--- src/logic/core_defs.svh ---
`ifndef CORE_DEFS_SVH
`define CORE_DEFS_SVH

// Data and address width
`define CORE_XLEN 32

// First fetch address after reset
`define CORE_RESET_PC 32'h0000_0000

// Architectural registers
`define CORE_NREGS 32

`endif

--- src/logic/core_pkg.sv ---
`include "core_defs.svh"

package core_pkg;

    typedef logic [`CORE_XLEN-1:0] word_t;
    typedef logic [`CORE_XLEN-1:0] addr_t;
    typedef logic [31:0]           inst_t;
    typedef logic [4:0]            reg_addr_t;

    // Major opcodes
    localparam logic [6:0] OPC_OP     = 7'b0110011;
    localparam logic [6:0] OPC_OP_IMM = 7'b0010011;
    localparam logic [6:0] OPC_LUI    = 7'b0110111;
    localparam logic [6:0] OPC_BRANCH = 7'b1100011;
    localparam logic [6:0] OPC_JAL    = 7'b1101111;

    // funct3 for OP and OP_IMM
    localparam logic [2:0] F3_ADD = 3'b000;
    localparam logic [2:0] F3_SLL = 3'b001;
    localparam logic [2:0] F3_SLT = 3'b010;
    localparam logic [2:0] F3_XOR = 3'b100;
    localparam logic [2:0] F3_SRL = 3'b101;
    localparam logic [2:0] F3_OR  = 3'b110;
    localparam logic [2:0] F3_AND = 3'b111;

    // funct3 for BRANCH
    localparam logic [2:0] F3_BEQ = 3'b000;
    localparam logic [2:0] F3_BNE = 3'b001;

    // ALT funct7 selects SUB
    localparam logic [6:0] F7_BASE = 7'b0000000;
    localparam logic [6:0] F7_ALT  = 7'b0100000;

endpackage

--- src/logic/core_top.sv ---
interface fetch_if;
    import core_pkg::*;

    logic  valid;
    logic  ready;
    addr_t pc;
    inst_t inst;

    modport source (output valid, output pc, output inst, input ready);
    modport sink (input valid, input pc, input inst, output ready);
endinterface

interface retire_if;
    import core_pkg::*;

    logic      valid;
    addr_t     pc;
    inst_t     inst;
    reg_addr_t rd;
    logic      we;
    word_t     wdata;

    modport source (output valid, output pc, output inst, output rd, output we, output wdata);
    modport sink (input valid, input pc, input inst, input rd, input we, input wdata);
endinterface

module core_top (
    input  logic                clk,
    input  logic                rst,
    // Instruction bus
    output logic                ireq_valid,
    output core_pkg::addr_t     ireq_addr,
    input  logic                iresp_valid,
    input  core_pkg::inst_t     iresp_data,
    // Commit trace
    output logic                commit_valid,
    output core_pkg::addr_t     commit_pc,
    output core_pkg::inst_t     commit_inst,
    output logic                commit_we,
    output core_pkg::reg_addr_t commit_rd,
    output core_pkg::word_t     commit_wdata
);
    import core_pkg::*;

    logic      redirect;
    addr_t     redirect_pc;
    reg_addr_t rs1;
    reg_addr_t rs2;
    word_t     rs1_data;
    word_t     rs2_data;
    logic      wr_en;
    reg_addr_t wr_addr;
    word_t     wr_data;

    fetch_if  fe_bus ();
    retire_if rt_bus ();

    fetch_stage fetch_inst (
        .clk         (clk),
        .rst         (rst),
        .ireq_valid  (ireq_valid),
        .ireq_addr   (ireq_addr),
        .iresp_valid (iresp_valid),
        .iresp_data  (iresp_data),
        .redirect    (redirect),
        .redirect_pc (redirect_pc),
        .fe          (fe_bus.source)
    );

    // Forward path comes straight from commit's held write
    execute_stage execute_inst (
        .clk         (clk),
        .rst         (rst),
        .fe          (fe_bus.sink),
        .rs1         (rs1),
        .rs2         (rs2),
        .rs1_data    (rs1_data),
        .rs2_data    (rs2_data),
        .fwd_we      (wr_en),
        .fwd_rd      (wr_addr),
        .fwd_data    (wr_data),
        .redirect    (redirect),
        .redirect_pc (redirect_pc),
        .rt          (rt_bus.source)
    );

    reg_file reg_file_inst (
        .clk      (clk),
        .rst      (rst),
        .rs1      (rs1),
        .rs2      (rs2),
        .rs1_data (rs1_data),
        .rs2_data (rs2_data),
        .wr_en    (wr_en),
        .wr_addr  (wr_addr),
        .wr_data  (wr_data)
    );

    commit_stage commit_inst_u (
        .clk          (clk),
        .rst          (rst),
        .rt           (rt_bus.sink),
        .commit_valid (commit_valid),
        .commit_pc    (commit_pc),
        .commit_inst  (commit_inst),
        .commit_we    (commit_we),
        .commit_rd    (commit_rd),
        .commit_wdata (commit_wdata),
        .wr_en        (wr_en),
        .wr_addr      (wr_addr),
        .wr_data      (wr_data)
    );

endmodule

--- src/logic/fetch_stage.sv ---
`include "core_defs.svh"

module fetch_stage (
    input  logic            clk,
    input  logic            rst,
    output logic            ireq_valid,
    output core_pkg::addr_t ireq_addr,
    input  logic            iresp_valid,
    input  core_pkg::inst_t iresp_data,
    input  logic            redirect,
    input  core_pkg::addr_t redirect_pc,
    fetch_if.source         fe
);
    import core_pkg::*;

    logic  req_q;
    logic  discard_q;
    addr_t req_addr_q;
    addr_t next_pc_q;
    logic  out_valid_q;
    addr_t out_pc_q;
    inst_t out_inst_q;

    logic  resp;
    logic  keep_resp;
    logic  slot_free;
    logic  issue;
    addr_t issue_pc;

    assign resp      = req_q & iresp_valid;
    assign keep_resp = resp & ~discard_q & ~redirect;
    // Output register empty, being taken or being flushed
    assign slot_free = ~out_valid_q | fe.ready | redirect;
    assign issue     = (~req_q | resp) & slot_free;
    assign issue_pc  = redirect ? redirect_pc : next_pc_q;

    always_ff @(posedge clk or posedge rst) begin
        if (rst) begin
            req_q       <= 1'b0;
            discard_q   <= 1'b0;
            req_addr_q  <= `CORE_RESET_PC;
            next_pc_q   <= `CORE_RESET_PC;
            out_valid_q <= 1'b0;
        end else begin
            if (issue) begin
                req_q      <= 1'b1;
                req_addr_q <= issue_pc;
                next_pc_q  <= issue_pc + 32'd4;
            end else begin
                if (resp) begin
                    req_q <= 1'b0;
                end
                if (redirect) begin
                    next_pc_q <= redirect_pc;
                end
            end

            // Response still in flight belongs to the wrong path
            if (redirect && req_q && !iresp_valid) begin
                discard_q <= 1'b1;
            end else if (resp) begin
                discard_q <= 1'b0;
            end

            if (redirect) begin
                out_valid_q <= 1'b0;
            end else if (keep_resp) begin
                out_valid_q <= 1'b1;
            end else if (fe.ready) begin
                out_valid_q <= 1'b0;
            end
        end
    end

    always_ff @(posedge clk) begin
        if (keep_resp) begin
            out_pc_q   <= req_addr_q;
            out_inst_q <= iresp_data;
        end
    end

    assign ireq_valid = req_q;
    assign ireq_addr  = req_addr_q;
    assign fe.valid   = out_valid_q;
    assign fe.pc      = out_pc_q;
    assign fe.inst    = out_inst_q;

endmodule

--- src/logic/execute_stage.sv ---
module execute_stage (
    input  logic                clk,
    input  logic                rst,
    fetch_if.sink               fe,
    output core_pkg::reg_addr_t rs1,
    output core_pkg::reg_addr_t rs2,
    input  core_pkg::word_t     rs1_data,
    input  core_pkg::word_t     rs2_data,
    input  logic                fwd_we,
    input  core_pkg::reg_addr_t fwd_rd,
    input  core_pkg::word_t     fwd_data,
    output logic                redirect,
    output core_pkg::addr_t     redirect_pc,
    retire_if.source            rt
);
    import core_pkg::*;

    logic       ex_valid_q;
    addr_t      ex_pc_q;
    inst_t      ex_inst_q;

    logic [6:0] opcode;
    logic [2:0] funct3;
    logic [6:0] funct7;
    reg_addr_t  rd;
    word_t      imm_i;
    word_t      imm_u;
    word_t      imm_b;
    word_t      imm_j;
    word_t      op_a;
    word_t      op_b;
    word_t      result;
    logic       we;
    logic       taken;
    addr_t      target;

    // Commit never stalls
    assign fe.ready = 1'b1;

    always_ff @(posedge clk or posedge rst) begin
        if (rst) begin
            ex_valid_q <= 1'b0;
        end else begin
            ex_valid_q <= fe.valid & fe.ready & ~redirect;
        end
    end

    always_ff @(posedge clk) begin
        if (fe.valid && fe.ready) begin
            ex_pc_q   <= fe.pc;
            ex_inst_q <= fe.inst;
        end
    end

    assign opcode = ex_inst_q[6:0];
    assign rd     = ex_inst_q[11:7];
    assign funct3 = ex_inst_q[14:12];
    assign rs1    = ex_inst_q[19:15];
    assign rs2    = ex_inst_q[24:20];
    assign funct7 = ex_inst_q[31:25];

    assign imm_i = {{20{ex_inst_q[31]}}, ex_inst_q[31:20]};
    assign imm_u = {ex_inst_q[31:12], 12'b0};
    assign imm_b = {{19{ex_inst_q[31]}}, ex_inst_q[31], ex_inst_q[7],
                    ex_inst_q[30:25], ex_inst_q[11:8], 1'b0};
    assign imm_j = {{11{ex_inst_q[31]}}, ex_inst_q[31], ex_inst_q[19:12],
                    ex_inst_q[20], ex_inst_q[30:21], 1'b0};

    // Register file lags commit by one edge
    assign op_a = (fwd_we && fwd_rd != '0 && fwd_rd == rs1) ? fwd_data : rs1_data;
    assign op_b = (fwd_we && fwd_rd != '0 && fwd_rd == rs2) ? fwd_data : rs2_data;

    always_comb begin
        result = '0;
        we     = 1'b0;
        taken  = 1'b0;
        target = ex_pc_q + imm_b;
        case (opcode)
            OPC_OP: begin
                we = (funct7 == F7_BASE) || (funct7 == F7_ALT && funct3 == F3_ADD);
                case (funct3)
                    F3_ADD:  result = funct7[5] ? op_a - op_b : op_a + op_b;
                    F3_SLL:  result = op_a << op_b[4:0];
                    F3_SLT:  result = word_t'($signed(op_a) < $signed(op_b));
                    F3_XOR:  result = op_a ^ op_b;
                    F3_SRL:  result = op_a >> op_b[4:0];
                    F3_OR:   result = op_a | op_b;
                    F3_AND:  result = op_a & op_b;
                    default: we = 1'b0;
                endcase
            end
            OPC_OP_IMM: begin
                we = 1'b1;
                case (funct3)
                    F3_ADD:  result = op_a + imm_i;
                    F3_XOR:  result = op_a ^ imm_i;
                    F3_OR:   result = op_a | imm_i;
                    F3_AND:  result = op_a & imm_i;
                    default: we = 1'b0;
                endcase
            end
            OPC_LUI: begin
                we     = 1'b1;
                result = imm_u;
            end
            OPC_BRANCH: begin
                case (funct3)
                    F3_BEQ:  taken = (op_a == op_b);
                    F3_BNE:  taken = (op_a != op_b);
                    default: taken = 1'b0;
                endcase
            end
            OPC_JAL: begin
                we     = 1'b1;
                result = ex_pc_q + 32'd4;
                taken  = 1'b1;
                target = ex_pc_q + imm_j;
            end
            default: we = 1'b0;
        endcase
    end

    assign redirect    = ex_valid_q & taken;
    assign redirect_pc = target;

    assign rt.valid = ex_valid_q;
    assign rt.pc    = ex_pc_q;
    assign rt.inst  = ex_inst_q;
    assign rt.rd    = rd;
    assign rt.we    = we;
    assign rt.wdata = result;

endmodule

--- src/logic/reg_file.sv ---
`include "core_defs.svh"

module reg_file (
    input  logic                clk,
    input  logic                rst,
    input  core_pkg::reg_addr_t rs1,
    input  core_pkg::reg_addr_t rs2,
    output core_pkg::word_t     rs1_data,
    output core_pkg::word_t     rs2_data,
    input  logic                wr_en,
    input  core_pkg::reg_addr_t wr_addr,
    input  core_pkg::word_t     wr_data
);
    import core_pkg::*;

    word_t regs_q [`CORE_NREGS];

    always_ff @(posedge clk or posedge rst) begin
        if (rst) begin
            for (int i = 0; i < `CORE_NREGS; i++) begin
                regs_q[i] <= '0;
            end
        end else if (wr_en && wr_addr != '0) begin
            regs_q[wr_addr] <= wr_data;
        end
    end

    // x0 hardwired
    assign rs1_data = (rs1 == '0) ? '0 : regs_q[rs1];
    assign rs2_data = (rs2 == '0) ? '0 : regs_q[rs2];

endmodule

--- src/logic/commit_stage.sv ---
module commit_stage (
    input  logic                clk,
    input  logic                rst,
    retire_if.sink              rt,
    output logic                commit_valid,
    output core_pkg::addr_t     commit_pc,
    output core_pkg::inst_t     commit_inst,
    output logic                commit_we,
    output core_pkg::reg_addr_t commit_rd,
    output core_pkg::word_t     commit_wdata,
    output logic                wr_en,
    output core_pkg::reg_addr_t wr_addr,
    output core_pkg::word_t     wr_data
);
    import core_pkg::*;

    logic      valid_q;
    logic      we_q;
    addr_t     pc_q;
    inst_t     inst_q;
    reg_addr_t rd_q;
    word_t     wdata_q;

    always_ff @(posedge clk or posedge rst) begin
        if (rst) begin
            valid_q <= 1'b0;
            we_q    <= 1'b0;
        end else begin
            valid_q <= rt.valid;
            // Writes to x0 are not architectural
            we_q    <= rt.valid & rt.we & (rt.rd != '0);
        end
    end

    always_ff @(posedge clk) begin
        pc_q    <= rt.pc;
        inst_q  <= rt.inst;
        rd_q    <= rt.rd;
        wdata_q <= rt.wdata;
    end

    assign commit_valid = valid_q;
    assign commit_pc    = pc_q;
    assign commit_inst  = inst_q;
    assign commit_we    = we_q;
    assign commit_rd    = rd_q;
    assign commit_wdata = wdata_q;

    assign wr_en   = we_q;
    assign wr_addr = rd_q;
    assign wr_data = wdata_q;

endmodule

--- config.mk ---
export PLATFORM = sky130hd
export DESIGN_NAME = core_top
export DESIGN_NICKNAME = d
export VERILOG_FILES = /design/src/logic/core_pkg.sv /design/src/logic/core_top.sv /design/src/logic/fetch_stage.sv /design/src/logic/execute_stage.sv /design/src/logic/reg_file.sv /design/src/logic/commit_stage.sv
export VERILOG_INCLUDE_DIRS = /design/src /design/src/logic
export SDC_FILE = /design/constraint.sdc
export NUM_CORES = 2
export LEC_CHECK = 0
export BUFFER_PORTS_ARGS = -buffer_cell sky130_fd_sc_hd__buf_4
export CORE_UTILIZATION = 60
export CTS_CLUSTER_SIZE = 16
export DETAILED_ROUTE_END_ITERATION = 6
export HOLD_SLACK_MARGIN = 0.12
export PLACE_DENSITY = 0.77
export SETUP_SLACK_MARGIN = 0.1
export SLEW_MARGIN = 30
export SYNTH_ARGS = -nofsm -noshare
export SYNTH_HDL_FRONTEND = slang
export SYNTH_SLANG_ARGS = --single-unit
--- constraint.sdc ---
create_clock -name clk -period 46.1 [get_ports clk]
set_input_delay 9.22 -clock clk [delete_from_list [all_inputs] [get_ports clk]]
set_output_delay 9.22 -clock clk [all_outputs]
set_load 0.1 [all_outputs]
After elaboration in Yosys (flattened, before gate mapping) --
Cells that the tools add are included.
Storage, ports and cells: flip-flop bits (word level) 1323, output and inout port bits 136
Operators by class: add/sub/neg operators 7, order comparisons 5, eq/ne operators 16, shift-type cells 2, muxes and demuxes 30, bitwise operators 20, reduce and logical (&&, ||, !) cells 20
Operators by type and width (number):
- 1024-bit bitwise mux | 1
- 32-bit two-way mux | 13
- 32-bit binary-select mux with 5-bit select | 2
- 32-bit case mux with 4 select lines | 2
- 32-bit case mux with 7 select lines | 1
- 32-bit demux with 5-bit select | 1
- 32-bit adder | 4
- 32-bit by 3-bit adder with 32-bit output (second input constant) | 2
- 32-bit bitwise AND | 2
- 32-bit bitwise OR | 2
- 32-bit XOR | 2
- 32-bit equality test | 1
- 32-bit less-than comparator | 1
- 32-bit != test | 1
- 32-bit by 5-bit << shifter with 32-bit output | 1
- 32-bit by 5-bit >> shifter with 32-bit output | 1
- 32-bit subtractor | 1
- 7-bit by 6-bit equality test with 1-bit output (second input constant) | 3
- 6-bit >= comparator (second input constant) | 3
- 5-bit NOT with 6-bit output | 3
- 7-bit equality test (second input constant) | 2
- 3-bit equality test (second input constant) | 4
- 5-bit equality test | 2
- 5-bit logical NOT | 2
- 20 further kinds | 43

Depth between registers and ports, before layout --
word-level depth 14, mapped depth 36, mapped depth without buffers 23

Hierarchy --
From an unflattened synthesis, not the netlist that was laid out.
Second synthesis, totals: cells, all modules 6728, area, all modules 80746.2 sq um
By module, submodules not included:
- reg_file | times used 1, cells an instance 3614, area each 54772.5 sq um, sequential area each 25624.6 sq um
- execute_stage | times used 1, cells an instance 2588, area each 18208.7 sq um, sequential area each 1946.9 sq um
- fetch_stage | times used 1, cells an instance 382, area each 5387.7 sq um, sequential area each 3598.5 sq um
- commit_stage | times used 1, cells an instance 144, area each 2377.3 sq um, sequential area each 2072.0 sq um

Worst setup path after synthesis --
OpenSTA, ideal clock, no wires.
kind in2reg, start in iresp_valid, end reg fetch_inst.out_valid_q (netlist: fetch_inst.fe.valid), library setup time 579 ps, arrival 13688 ps, setup slack 31832 ps, stages on the path 2, buffers on the path 0, cell sequence nand2_1 nor3_1
Between the ends: longest elaborated chain between the ends 5
Ends and longest elaborated chain:
- from (decl) | RTL line core_top.sv:33 | input logic iresp_valid,
- 1-bit bitwise AND | RTL line fetch_stage.sv:30 | assign resp = req_q & iresp_valid;
- 1-bit bitwise AND (2 in a row) | RTL line fetch_stage.sv:31 | assign keep_resp = resp & ~discard_q & ~redirect;
- named net fetch_inst.keep_resp | RTL line fetch_stage.sv:25 | logic keep_resp;
- 1-bit two-way mux | RTL line fetch_stage.sv:67 | end else if (keep_resp) begin
- 1-bit two-way mux | RTL line fetch_stage.sv:65 | if (redirect) begin
- to (signal assigned) | RTL line fetch_stage.sv:66 | out_valid_q <= 1'b0;
- to (signal assigned) | RTL line fetch_stage.sv:68 | out_valid_q <= 1'b1;
- to (signal assigned) | RTL line fetch_stage.sv:70 | out_valid_q <= 1'b0;
- to (decl) | RTL line fetch_stage.sv:20 | logic out_valid_q;
The timed path passes the listed nets, and every way through them passes these cells. A chain may end at the register's enable or synchronous reset.

Worst setup path after layout --
start reg commit_inst_u.wdata_q[6] (netlist: commit_inst_u.commit_wdata[6]), end out commit_wdata[6]
RTL lines:
- from (decl) | RTL line commit_stage.sv:22 | word_t wdata_q;
- from (signal assigned) | RTL line commit_stage.sv:39 | wdata_q <= rt.wdata;
- to (decl) | RTL line core_top.sv:41 | output core_pkg::word_t commit_wdata
No word-level cell between the ends.

==> results.sh <==
export IMPL_outcome="finished, violations left"
export IMPL_violated_checks="DRC"
export IMPL_slew_headroom=0.203
export IMPL_final_period_minus_worst_setup_slack_ps=11290
export IMPL_vias=59000
export IMPL_grt_setup_unrepaired="no"
export IMPL_worstPathRequired_ps=36880
export IMPL_cts_sinks=1318
export IMPL_internal_power_w=0.00196
export IMPL_synth_seq_cells=1318
export IMPL_timing_critical_path_fanout_max=34
export IMPL_synthFlopType="dfrtp_1"
export IMPL_reg2reg_setup_slack_ps=35270
export IMPL_cp_arrival_ps=2070
export IMPL_critical_path_class="flop to primary output"
export IMPL_clock_power_share=0.419
export IMPL_yosys_area_share_adder=0.0339
export IMPL_full_die_area_um2=131000
export IMPL_worst_setup_path_start_kind="flop"
export IMPL_critical_path_max_stage_delay_ps=780
export IMPL_grt_pass1_vias=58700
export IMPL_gp_routability_congestion=1.10
export IMPL_post_synth_inst_count=6356
export IMPL_finalSetupViolations=0
export IMPL_areaGrowthSynthToFinish_pct=9.81
export IMPL_layout_drive_gt1_share=0.340
export IMPL_power_share_switching=0.284
export IMPL_synth_area_per_cell_um2=12.2
export IMPL_floorplan_rows=131
export IMPL_finalWirelength_mm=273
export IMPL_timing_final_max_slew_violations=0
export IMPL_clock_path_buffers=3
export IMPL_hold_viol_final=0
export IMPL_postCtsResizedCells=0
export IMPL_grt_start_max_net_pins=175
export IMPL_min_path_type="flop to flop"
export IMPL_postCtsSetupBuffers=0
export IMPL_cap_violations=0
export IMPL_cts_max_level=4
export IMPL_crit_path_end="commit_wdata[6]"
export IMPL_grt_pass1_wl_mm=397
export IMPL_io_buffer_count=170
export IMPL_cts_tree="done"
export IMPL_cp_buffers_inverters=1
export IMPL_startpoint="commit_inst_u.commit_wdata[6]$_SDFF_PN0_"
export IMPL_numCtsBuffers=139
export IMPL_synthTopCellsByCount="dfrtp_1 (1094), mux2_2 (1012), mux4_2 (503)"
export IMPL_tightest_slew_ps=1180
export IMPL_power_density_nw_per_um2=32.0
export IMPL_drtIter0Drc=8182
export IMPL_clk_pin_slew_ps=80
export IMPL_synth_compound_area_share=0.0981
export IMPL_synth_top_area_share=0.352
export IMPL_regToRegStartpoint="execute_inst.rt.inst[15]$_DFFE_PP_"
export IMPL_timing_setup_tns_ps=0
export IMPL_synthesis_area_um2=77700
export IMPL_synth_seq_area_share=0.427
export IMPL_worstSkewPairLatency_ps=830
export IMPL_worstPathCellList="buf_4"
export IMPL_synthSimpleGateAreaFrac=0.0634
export IMPL_firstDrtPassIters=7
export IMPL_floorplan_initialDensity=0.607
export IMPL_detail_route_antenna_nets=0
export IMPL_irDropWorstVdd_mv=0.0598
export IMPL_grt_antenna_before_repair=16
export IMPL_num_nets_final=6524
export IMPL_combPwrFrac=0.133
export IMPL_design_core_area_um2=128000
export IMPL_fin_crit_sh=0.245
export IMPL_clock_fmax_ghz=0.0886
export IMPL_power_leakage_nw=38.3
export IMPL_synth_lib_cells_used_distinct=100
export IMPL_netlist_top_cell_by_area="dfrtp_1"
export IMPL_top_register="reg_file_inst.regs_q"
export IMPL_crit_path_top_delay_cell="dfxtp_2"
export IMPL_yosys_top_cells_area="dfrtp_1 (35%), mux2_2 (15%), mux4_2 (15%)"
export IMPL_synth_top_family_by_area="multiplexers"
export IMPL_synth_yosys_warnings=0
export IMPL_pin_count=171
export IMPL_worst_hold_slack_ps=365
export IMPL_cts_hold_fix_buffers=0
export IMPL_power_frac_seq=0.447
export IMPL_postSynth_asyncResetShare=0.830
export IMPL_timing_reg2reg_worst_path_depth=27
export IMPL_yosys_cell_count_top_type="dfrtp_1"
export IMPL_detail_route_drc_violations=9
export IMPL_flip_flop_count_of_the_largest_register_all_copies_and_words_added=1024
export IMPL_grt_overflow_total=0
export IMPL_hpwlAfterDp_mm=165
export IMPL_floorplan_die_height_um=362
export IMPL_synthXorXnorAreaFrac=0.0143
export IMPL_reg2reg_to="fetch_inst.next_pc_q[28]$_DFF_PP0_"
export IMPL_final_setup_skew_ps=57.4
export IMPL_cp_end_kind="primary output"
export IMPL_detail_route_wl_per_cell_um=33.5
export IMPL_mappedNetlistNets=6599
export IMPL_route_detailed_vias_per_inst=7.25
export IMPL_netSwitchingPower_w=0.000777
export IMPL_number_of_synthesized_flops_with_an_enable_pin=128
export IMPL_grt_usage=0.416
export IMPL_synth_mux_area_fraction=0.326
export IMPL_clock_root_buffer="clkbuf_16"
export IMPL_dieWidth_um=362
export IMPL_path_depth=1
export IMPL_timing_critical_path_max_delay_family="flip-flops"
[worst min path at each step]
| stage | depth (start not counted) | from | end | slack [ps] |
|---|---|---|---|---|
| 2_1_floorplan | 0 | execute_inst.rt.inst[16]$_DFFE_PP_ | commit_inst_u.commit_inst[16]$_DFF_P_ | 340 |
| 3_3_place_gp | 0 | execute_inst.rt.inst[0]$_DFFE_PP_ | commit_inst_u.commit_inst[0]$_DFF_P_ | 350 |
| 3_5_place_dp | 0 | execute_inst.rt.inst[0]$_DFFE_PP_ | commit_inst_u.commit_inst[0]$_DFF_P_ | 360 |
| 4_1_cts | 0 | execute_inst.rt.inst[0]$_DFFE_PP_ | commit_inst_u.commit_inst[0]$_DFF_P_ | 370 |
| 5_1_grt | 0 | execute_inst.rt.inst[1]$_DFFE_PP_ | commit_inst_u.commit_inst[1]$_DFF_P_ | 390 |
| 6_report | 0 | execute_inst.rt.inst[0]$_DFFE_PP_ | commit_inst_u.commit_inst[0]$_DFF_P_ | 360 |
[cells by family after synthesis]
logic type,after synthesis
AOI/OAI and AO/OA,1122
and+or+nand+nor,1085
adders and majority gates,208
other,1
buffers and inverters,721
DFF,1318
xor gates and xnor gates,127
muxes,1774
[power groups by stage]
stage	sequential [W]	combinational (W)	clock, W
6_report	0.00122	0.000365	0.00115
5_1_grt	0.00122	0.000382	0.00120
4_1_cts	0.00122	0.000356	0.00115
3_5_place_dp	0.00124	0.000354	0
3_3_place_gp	0.00124	0.000351	0
2_1_floorplan	0.00131	0.000179	0
[area by class of cell]
class	instances	area, um2
inverters	145	566
well taps	1729	2160
flip-flops and latches	1318	33100
multi-input cells	4317	41900
diodes	7	17.5
fillers	9086	42700
clock inverters	44	498
repair buffers	360	2890
clock buffers	212	4170
[metrics by stage]
step,instances,util,total power (W),area (um2),setup WS [ps]
finish,8132,0.666,0.00273,85300,34810
global route,8125,0.666,0.00280,85300,34520
global placement,7867,0.629,0.00159,80500,33080
floorplan,6356,-,0.00149,77700,6080
CTS,8124,0.666,0.00273,85200,34150
detailed placement,7868,0.629,0.00160,80600,33310
[metal layers]
| metal | vias up | global-route usage | part of all wire |
|---|---|---|---|
| met5 | - | 0 | 0.00024 |
| met4 | 10 | 0.259 | 0.071 |
| met3 | 1072 | 0.136 | 0.13 |
| met2 | 4164 | 0.605 | 0.44 |
| met1 | 29900 | 0.541 | 0.37 |
| li1 | 23800 | - | - |
[cell usage in the layout (no fill, tap or decap), drive strengths merged, types with 16 or more instances in the layout]
cell type | Yosys | final
or3 | 21 | 21
o22ai | 52 | 52
a32oi | 34 | 34
o221ai | 56 | 56
mux2 | 1012 | 1012
clkbuf | 409 | 212
a21o | 69 | 69
xnor2 | 80 | 80
and3 | 31 | 31
nand3 | 72 | 72
o211ai | 30 | 30
dfxtp | 96 | 96
o31ai | 23 | 23
inv | 143 | 148
nand2b | 51 | 51
a31oi | 36 | 36
a221oi | 31 | 31
buf | 167 | 360
xor2 | 47 | 47
nor2 | 327 | 327
ha | 204 | 204
and2 | 24 | 24
mux2i | 259 | 259
mux4 | 503 | 503
o21a | 21 | 21
a211oi | 33 | 33
dfrtp | 1094 | 1094
a211o | 26 | 26
nand4 | 16 | 16
o21ai | 236 | 236
a2111oi | 20 | 20
clkinv | 2 | 30
nand2 | 386 | 386
nor3b | 16 | 16
a21oi | 241 | 241
nor3 | 68 | 68
a22oi | 61 | 61
edfxtp | 128 | 128
o21bai | 24 | 24
No activity file was read; power rests on OpenSTA's default activity.
